`src/hdl/rcv_pkg.sv`:
```
`default_nettype none

package rcv_pkg;

	////////////////////
	// Widths
	////////////////////

	// One transceiver halfword per gtp_clk
	localparam int HALF_BITS = 16;

	// Packed word and bus data width
	localparam int WORD_BITS = 32;

	// Buffer address width
	localparam int DEPTH_BITS = 4;

	// Number of memory slots
	localparam int DEPTH = 2 ** DEPTH_BITS;

	// One slot stays empty to tell full from empty
	localparam int MAX_COUNT = DEPTH - 1;

	// Zero bits between overflow and count in the status word
	localparam int STATUS_PAD = WORD_BITS - 1 - DEPTH_BITS;

	////////////////////
	// Types
	////////////////////

	typedef logic [HALF_BITS-1:0] half_t;
	typedef logic [WORD_BITS-1:0] word_t;
	typedef logic [DEPTH_BITS-1:0] ptr_t;
	typedef logic [DEPTH_BITS-1:0] count_t;

	// Packer position inside the current word
	typedef enum logic {
		PACK_EVEN,
		PACK_ODD
	} pack_state_t;

	////////////////////
	// Link characters
	////////////////////

	// K28.5 comma, ends a block
	localparam half_t COMMA = 16'h00BC;

	// Pad for the high half of an odd block end
	localparam half_t FILL_HALF = 16'h7FFF;

endpackage

`default_nettype wire
```
`src/hdl/rcv_top.sv`:
```
`default_nettype none

module rcv_top import rcv_pkg::*; (
	input wire gtp_clk,
	input wire reset,
	// Transceiver side
	input wire half_t gtp_dat,
	input wire gtp_vld,
	// Bus side
	input wire wb_cyc,
	input wire wb_stb,
	input wire wb_we,
	input wire wb_adr,
	output logic wb_ack,
	output word_t wb_dat_o,
	// Buffer status mirrors
	output count_t fifocnt,
	output logic overflow
);

	// Packer to buffer
	logic push;
	word_t push_word;

	// Bus slave to buffer
	logic pop;
	logic clear;

	// Buffer to bus slave
	word_t head_word;

	////////////////////
	// Link packing
	////////////////////

	halfword_packer u_packer (
		.gtp_clk(gtp_clk),
		.reset(reset),
		.clear(clear),
		.gtp_dat(gtp_dat),
		.gtp_vld(gtp_vld),
		.push(push),
		.push_word(push_word)
	);

	////////////////////
	// Word buffer
	////////////////////

	// Count and overflow go straight out as well
	rcv_buffer u_buffer (
		.gtp_clk(gtp_clk),
		.reset(reset),
		.push(push),
		.push_word(push_word),
		.pop(pop),
		.clear(clear),
		.head_word(head_word),
		.count(fifocnt),
		.overflow(overflow)
	);

	////////////////////
	// Bus slave
	////////////////////

	rcv_bus_regs u_bus_regs (
		.gtp_clk(gtp_clk),
		.reset(reset),
		.wb_cyc(wb_cyc),
		.wb_stb(wb_stb),
		.wb_we(wb_we),
		.wb_adr(wb_adr),
		.head_word(head_word),
		.count(fifocnt),
		.overflow(overflow),
		.wb_ack(wb_ack),
		.wb_dat_o(wb_dat_o),
		.pop(pop),
		.clear(clear)
	);

endmodule

`default_nettype wire

```
`src/hdl/rcv_bus_regs.sv`:
```
`default_nettype none

module rcv_bus_regs import rcv_pkg::*; (
	input wire gtp_clk,
	input wire reset,
	input wire wb_cyc,
	input wire wb_stb,
	input wire wb_we,
	input wire wb_adr,
	input wire word_t head_word,
	input wire count_t count,
	input wire overflow,
	output logic wb_ack,
	output word_t wb_dat_o,
	output logic pop,
	output logic clear
);

	// One cycle bus access
	logic access;

	// Decoded access kinds
	logic rd_data;
	logic rd_status;
	logic wr_any;

	// Overflow on top, fill count at the bottom
	word_t status_word;

	////////////////////
	// Decode
	////////////////////

	assign access = wb_cyc && wb_stb;

	// Address 0 pops the head word
	assign rd_data = access && !wb_we && !wb_adr;

	// Address 1 is status
	assign rd_status = access && !wb_we && wb_adr;

	// Any write clears, address ignored
	assign wr_any = access && wb_we;

	assign status_word = {overflow, {STATUS_PAD{1'b0}}, count};

	////////////////////
	// Control
	////////////////////

	// Ack, pop and clear all land on the cycle after the access
	always_ff @(posedge gtp_clk) begin
		if (reset) begin
			wb_ack <= 1'b0;
			pop <= 1'b0;
			clear <= 1'b0;
		end else begin
			wb_ack <= access;
			pop <= rd_data;
			clear <= wr_any;
		end
	end

	// Read data latched with the ack
	always_ff @(posedge gtp_clk) begin
		if (rd_data) begin
			// Head word as it stands, even when empty
			wb_dat_o <= head_word;
		end else if (rd_status) begin
			wb_dat_o <= status_word;
		end else if (wr_any) begin
			// Write returns zero
			wb_dat_o <= '0;
		end
	end

	////////////////////
	// Checks
	////////////////////

	// Every access is answered on the next cycle
	ack_follows_access: assert property (
		@(posedge gtp_clk) disable iff (reset)
		access |=> wb_ack
	);

endmodule

`default_nettype wire

```
`src/hdl/rcv_buffer.sv`:
```
`default_nettype none

module rcv_buffer import rcv_pkg::*; (
	input wire gtp_clk,
	input wire reset,
	input wire push,
	input wire word_t push_word,
	input wire pop,
	input wire clear,
	output word_t head_word,
	output count_t count,
	output logic overflow
);

	// Word storage
	word_t mem [DEPTH];

	// Next slot to write and current head
	ptr_t wr_ptr;
	ptr_t rd_ptr;

	// Write pointer one step ahead
	ptr_t wr_next;

	logic full;
	logic empty;

	// Requests that actually move a pointer
	logic push_ok;
	logic pop_ok;

	////////////////////
	// Flags
	////////////////////

	assign wr_next = wr_ptr + 1'b1;

	// Full leaves one slot unused
	assign full = (wr_next == rd_ptr);
	assign empty = (wr_ptr == rd_ptr);

	// Clear wins over both requests
	// After an overflow every push is dropped until clear
	assign push_ok = push && !full && !overflow && !clear;
	assign pop_ok = pop && !empty && !clear;

	////////////////////
	// Pointers
	////////////////////

	always_ff @(posedge gtp_clk) begin
		if (reset || clear) begin
			wr_ptr <= '0;
			rd_ptr <= '0;
		end else begin
			if (push_ok) begin
				wr_ptr <= wr_next;
			end
			// Pop on empty is ignored
			if (pop_ok) begin
				rd_ptr <= rd_ptr + 1'b1;
			end
		end
	end

	// Sticky until clear
	always_ff @(posedge gtp_clk) begin
		if (reset || clear) begin
			overflow <= 1'b0;
		end else if (push && (full || overflow)) begin
			overflow <= 1'b1;
		end
	end

	////////////////////
	// Memory
	////////////////////

	// Write lands in the cycle the push is seen
	always_ff @(posedge gtp_clk) begin
		if (push_ok) begin
			mem[wr_ptr] <= push_word;
		end
	end

	// Head word shown without a read strobe
	assign head_word = mem[rd_ptr];

	// Fill count follows the pointers, one cycle after a push or pop
	assign count = wr_ptr - rd_ptr;

	////////////////////
	// Checks
	////////////////////

	// Full buffer saturates and never wraps to a small count
	count_saturates: assert property (
		@(posedge gtp_clk) disable iff (reset)
		(count == count_t'(MAX_COUNT)) && !pop && !clear |=> count == count_t'(MAX_COUNT)
	);

	// A push in the clear cycle must not survive
	clear_empties: assert property (
		@(posedge gtp_clk) disable iff (reset)
		clear |=> (count == '0) && !overflow
	);

	// Read pointer never runs past the write pointer
	no_underrun: assert property (
		@(posedge gtp_clk) disable iff (reset)
		(count == '0) |=> (count <= count_t'(1))
	);

endmodule

`default_nettype wire

```
`src/hdl/halfword_packer.sv`:
```
`default_nettype none

module halfword_packer import rcv_pkg::*; (
	input wire gtp_clk,
	input wire reset,
	input wire clear,
	input wire half_t gtp_dat,
	input wire gtp_vld,
	output logic push,
	output word_t push_word
);

	// Current half of the word being built
	pack_state_t state;

	// Low halfword waiting for its partner
	half_t hold;

	// Comma seen on the link, only counts without valid
	logic comma;

	// Word completes this cycle
	logic word_done;

	assign comma = !gtp_vld && (gtp_dat == COMMA);

	// Second valid halfword or a comma closing an odd block
	assign word_done = (state == PACK_ODD) && (gtp_vld || comma);

	////////////////////
	// State and push
	////////////////////

	always_ff @(posedge gtp_clk) begin
		if (reset) begin
			state <= PACK_EVEN;
			push <= 1'b0;
		end else begin
			// Push is a single cycle pulse
			push <= 1'b0;
			if (clear) begin
				// Drop any held low halfword
				state <= PACK_EVEN;
			end else begin
				case (state)
					PACK_EVEN: begin
						// Idle and comma leave the state alone
						if (gtp_vld) begin
							state <= PACK_ODD;
						end
					end
					PACK_ODD: begin
						if (word_done) begin
							push <= 1'b1;
							state <= PACK_EVEN;
						end
					end
					default: begin
						state <= PACK_EVEN;
					end
				endcase
			end
		end
	end

	////////////////////
	// Data path
	////////////////////

	always_ff @(posedge gtp_clk) begin
		// Capture the low half
		if (state == PACK_EVEN && gtp_vld) begin
			hold <= gtp_dat;
		end
		// High half is new data or the pad
		if (word_done) begin
			push_word <= {gtp_vld ? gtp_dat : FILL_HALF, hold};
		end
	end

	// At most one word every two link cycles
	push_single_cycle: assert property (
		@(posedge gtp_clk) disable iff (reset)
		push |=> !push
	);

endmodule

`default_nettype wire

```
`config.mk`:
```
export PLATFORM = sky130hd
export DESIGN_NAME = rcv_top
export DESIGN_NICKNAME = d
export VERILOG_FILES = /design/src/hdl/rcv_pkg.sv /design/src/hdl/rcv_top.sv /design/src/hdl/rcv_bus_regs.sv /design/src/hdl/rcv_buffer.sv /design/src/hdl/halfword_packer.sv
export SDC_FILE = /design/constraint.sdc
export NUM_CORES = 1
export LEC_CHECK = 0
export BUFFER_PORTS_ARGS = -buffer_cell sky130_fd_sc_hd__buf_2
export CORE_ASPECT_RATIO = 2
export CORE_UTILIZATION = 40
export CTS_BUF_LIST = sky130_fd_sc_hd__clkbuf_16
export DETAILED_ROUTE_END_ITERATION = 6
export PLACE_DENSITY = 0.51
export SLEW_MARGIN = 40
export SYNTH_ARGS = -nofsm -noshare
export SYNTH_HDL_FRONTEND = slang
export SYNTH_SLANG_ARGS = --single-unit
```
`constraint.sdc`:
```
create_clock -name gtp_clk -period 5.05 [get_ports gtp_clk]
set_input_delay 0.2525 -clock gtp_clk [delete_from_list [all_inputs] [get_ports gtp_clk]]
set_output_delay 0.2525 -clock gtp_clk [all_outputs]
set_load 0.02 [all_outputs]
```
# After elaboration in Yosys (flattened, before gate mapping)
# Memory sizes are Yosys's and may differ from the RTL's. A register that Yosys moved wholly into a read port is not among the register bits.
# Index checks and enable logic that the tools add are counted.
# word_totals
ff_bits	94
ram_bits	512
output_inout_bits	38
word_cells	58
memories	1
# op_classes
add_sub_neg	3
eq_ne	3
n_mux	11
bitwise	1
n_reduce_logical	27
# memory_table
memory	words	word_bits	read_ports	rd_ports_with_merged_regs	write_ports	line	source
u_buffer.mem	16	32	1	1	1	rcv_buffer.sv:16	word_t mem [DEPTH];
# ops
op	n
2-to-1 mux 32 bit	3
equality test 16 x 8 -> 1 bit, second input constant	1
logical AND 1 bit	14
adder 4 x 1 -> 4 bit, second input constant	2
equality test 4 bit	2
2-to-1 mux 4 bit	2
zero test 1 bit	7
2-to-1 mux 1 bit	5
subtractor 4 bit	1
logical OR 1 bit	3
nonzero test 3 bit	1
OR reduction 3 bit	1
one-hot mux 1 bit (2 select lines)	1
OR reduction 2 bit	1
inverter 1 bit	1

# Depth between registers and ports, before layout
# depth
depth_word	8
depth_mapped	7

# Modules after synthesis
# From an unflattened synthesis, not the netlist that was laid out.
# unflattened
hier_cells	981
hier_area_um2	23163.5
# modules_own_cells
module	n_inst	cells_per_inst	area_per_inst_um2	seq_area_each_um2
rcv_buffer	1	819	20110.5	15635.0
halfword_packer	1	80	1711.6	1481.4
rcv_bus_regs	1	82	1341.3	1021.0

# Worst setup path after synthesis
# OpenSTA, ideal clock, no wires.
# synth_path
path_type	reg-to-reg
startpoint	register u_buffer.wr_ptr[3]
endpoint	memory u_buffer.mem[0][0] in the netlist's numbering (enable)
setup_ns	0.461
t_arrival_ns	3.529
t_required_ns	4.589
path_slack_ns	1.060
stages_incl_launch_ff	6
synth_period_minus_slack_ns	3.990
path_cell_list	dfxtp_1 buf_4 xor2_1 xnor2_1 o211ai_1 nor3_1
# synth_via
elab_chain_len	8
# synth_lines
item	line	source
start: declaration	rcv_buffer.sv:19	ptr_t wr_ptr;
start signal: assignment	rcv_buffer.sv:57	wr_ptr <= wr_next;
adder 4 x 1 -> 4 bit	rcv_buffer.sv:36	assign wr_next = wr_ptr + 1'b1;
equality test 4 bit	rcv_buffer.sv:39	assign full = (wr_next == rd_ptr);
zero test 1 bit	rcv_buffer.sv:44	assign push_ok = push && !full && !overflow && !clear;
logical AND 1 bit (3 in a row)	rcv_buffer.sv:44	
2-to-1 mux 1 bit	rcv_buffer.sv:81	if (push_ok) begin
2-to-1 mux 1 bit (implied by the code)	rcv_buffer.sv:82	mem[wr_ptr] <= push_word;
end: declaration	rcv_buffer.sv:16	
# Parallel ways exist; a longest one is shown, timed or not.

# Worst setup path after layout
# layout_path
startpoint	register u_buffer.wr_ptr[3]
endpoint	memory u_buffer.mem[5][25] in the netlist's numbering (enable)
# The elaborated chain is that of the path after synthesis.

==> flow_metrics.py <==
metrics = {
    "synth": {
        "synth_enable_flop_cells": 592,
        "synthArstFlopShare": 0,
        "ys_types": 46,
        "synth_seq_cells": 610,
        "syn_avg_cell_area_um2": 22.5,
        "synth_flop_cell": "edfxtp_1",
        "synthesis.area_mm2": 0.0230,
        "ys_warn_count": 0,
        "seq_area_frac_synth": 0.787,
        "syn_nets": 1058,
        "netlist_instances": 1026,
    },
    "route": {
        "ant_nets": 0,
        "drtPass1Iterations": 5,
        "wl_per_cell_um": 27.3,
        "drc_errors": 0,
        "routed_wl_mm": 53.4,
        "via_per_inst": 5.36,
        "vias": 10478,
        "drt_iter0_drc": 824,
    },
    "clock_network": {
        "cts_buffer_depth": 3,
        "clkTransAtPathRegs_ns": 0.07,
        "clock_latency_ns": 0.61,
        "cts_root_buffer": "clkbuf_16",
        "ctsResizeCount": 0,
        "cts_tree": "yes",
        "cts.sink_count": 610,
        "postCtsSetupBuffers": 0,
        "holdBufCountCts": 21,
        "cts_buffers": 52,
        "ctsHtreeMaxLevel": 2,
    },
    "final_layout": {
        "drive_above_1_share": 0.280,
        "mostFrequentLayoutCells": "592 x edfxtp_1, 128 x mux4_2, 60 x buf_2",
        "final_common_cell": "edfxtp_1",
        "diodes": 0,
        "area_delta_synth_final_pct": 16.6,
        "fin_nets": 1188,
        "final_core_util": 0.471,
    },
    "global_route": {
        "grt_pass1_wl_mm": 77.2,
        "grt_max_degree": 50,
        "grt_pass1_vias": 11251,
        "groute.usage.overall": 0.189,
        "antenna_found_initial": 3,
        "grt_remaining_overflow": 0,
    },
    "power_and_ir_drop": {
        "pwr-share-clk": 0.420,
        "p_per_area_mw_per_mm2": 368,
        "p_total_uw": 9900,
        "leakage_uw": 0.00828,
        "seq_power_share": 0.567,
        "p_switching_uw": 1940,
        "ir_worst_vdd_v": 0.000231,
        "switching_share": 0.196,
        "p_int_uw": 7960,
        "combPwrFrac": 0.013,
    },
    "critical_path": {
        "critPathArrivalTime_ns": 3.45,
        "endpoint_kind": "flop",
        "cp_max_fo": 17,
        "cp.required_ns": 5.34,
        "start_kind": "flop",
        "criticalPathCategory": "reg2reg",
    },
    "run_status": {
        "outcome": "finished clean",
    },
    "sta": {
        "slew_headroom": 0.429,
        "period_share": 0.625,
        "fmax_ghz": 0.317,
        "finalSetupTns_ns": 0,
        "finalHoldViolCount": 0,
        "finalClockSkew_ns": 0.0264,
        "fin_crit_ns": 3.16,
        "setup_violations": 0,
        "rsz0062_at_grt": "false",
        "report.final.slew_viol_count": 0,
        "tightest_slew_ns": 0.852,
        "hold_slack_ns": 0.0661,
    },
    "min_path": {
        "hold_path_class": "in2reg",
    },
    "floorplanning": {
        "die_w_um": 172,
        "die_area_mm2": 0.0586,
        "ios": 61,
        "die_h_um": 341,
        "start_util": 0.403,
        "core_mm2": 0.0571,
        "num_rows": 124,
    },
    "placement": {
        "place_hpwl_mm": 34.7,
        "io_buffer_count": 60,
        "place_congestion": 0.771,
    },
    "flow_run": {
        "cap_violations": 0,
    },
}
cell families (layout without fill, tap and decap cells):
group	after synthesis	count (layout)	synth area share
AOI/OAI and AO/OA	53	53	0.0157
xor gates and xnor gates	10	10	0.00440
buffers and inverters	59	231	0.0130
and+or+nand+nor	96	96	0.0226
adders and majority gates	9	9	0.00521
muxes	189	189	0.152
DFF	610	610	0.787
metrics by stage:
| step | cells | setup WS [ns] | area (µm²) |
|---|---|---|---|
| global placement | 1812 | 1.85 | 24300 |
| CTS | 1953 | 1.88 | 26900 |
| global route | 1954 | 1.70 | 26900 |
| floorplan | 1026 | 1.06 | 23000 |
| finish | 1954 | 1.89 | 26900 |
| detailed placement | 1836 | 1.92 | 24900 |
Yosys cell counts (3+ instances only):
cell | n | area (µm²)
nor2b_1 | 4 | 25.0
xnor2_1 | 4 | 35.0
edfxtp_1 | 592 | 17800
buf_1 | 3 | 11.3
ha_1 | 8 | 100
o211ai_1 | 7 | 52.6
nand3_1 | 7 | 35.0
o221ai_1 | 4 | 35.0
mux2i_1 | 59 | 591
nand2_1 | 12 | 45.0
nor2_1 | 24 | 90.1
buf_2 | 12 | 60.1
xor2_1 | 5 | 43.8
mux4_2 | 128 | 2880
and2_1 | 4 | 25.0
clkbuf_1 | 17 | 63.8
nand4_1 | 6 | 37.5
and3_1 | 4 | 25.0
nand2b_1 | 17 | 106
o21ai_0 | 3 | 15.0
o22ai_1 | 27 | 169
inv_1 | 12 | 45.0
dfxtp_1 | 18 | 360
nor3_1 | 6 | 30.0
buf_4 | 13 | 97.6
state kept, by name, indices dropped and copies added (netlist names), 4 cells and up, named ones only:
signal / flops
u_buffer.mem: 512
u_buffer.rd_ptr: 4
u_buffer.wr_ptr: 4
u_bus_regs.wb_dat_o: 32
u_packer.hold: 16
u_packer.push_word: 32
worst paths after layout:
path	cells after the start	to	slack (ns)	from
max	5	u_buffer.mem[5][25]	1.89	u_buffer.wr_ptr[3]
min reg2reg	0	u_packer.push_word[1]	0.42	u_packer.hold[1]
max reg2reg	5	u_buffer.mem[5][25]	1.89	u_buffer.wr_ptr[3]
min	2	u_packer.push_word[28]	0.07	gtp_vld
power by group through the flow:
| stage | clock [µW] | sequential [µW] | combinational, µW |
|---|---|---|---|
| after floorplan | 0 | 5710 | 48.9 |
| after global placement | 0 | 5720 | 117 |
| after CTS | 4250 | 5610 | 132 |
| after detailed placement | 0 | 5730 | 120 |
| final | 4150 | 5610 | 130 |
| after global routing | 4400 | 5620 | 140 |
per-layer routing:
metal  share of wire  GRT usage  vias to the layer above
li1                -          -                     4547
met1            0.40      0.232                     5613
met2            0.54      0.338                      233
met3           0.030     0.0214                       83
met4           0.032     0.0705                        2
met5         0.00017          0                        -
cell type report:
| cell class | instances | area [µm²] |
|---|---|---|
| clock inverter | 42 | 413 |
| inverter | 12 | 47.5 |
| multi-input combinational | 357 | 4730 |
| timing repair buffer | 123 | 1230 |
| tap | 756 | 946 |
| sequential | 610 | 18100 |
| fill | 4793 | 30200 |
| clock buffer | 54 | 1350 |
critical path: stages, from the launching register on:
cell and delay (ns):
dfxtp_1 0.57, xor2_1 0.49, xnor2_1 0.34, o211ai_1 0.42, nor2_4 0.59, buf_4 0.39
No activity file was read; power rests on OpenSTA's default activity.
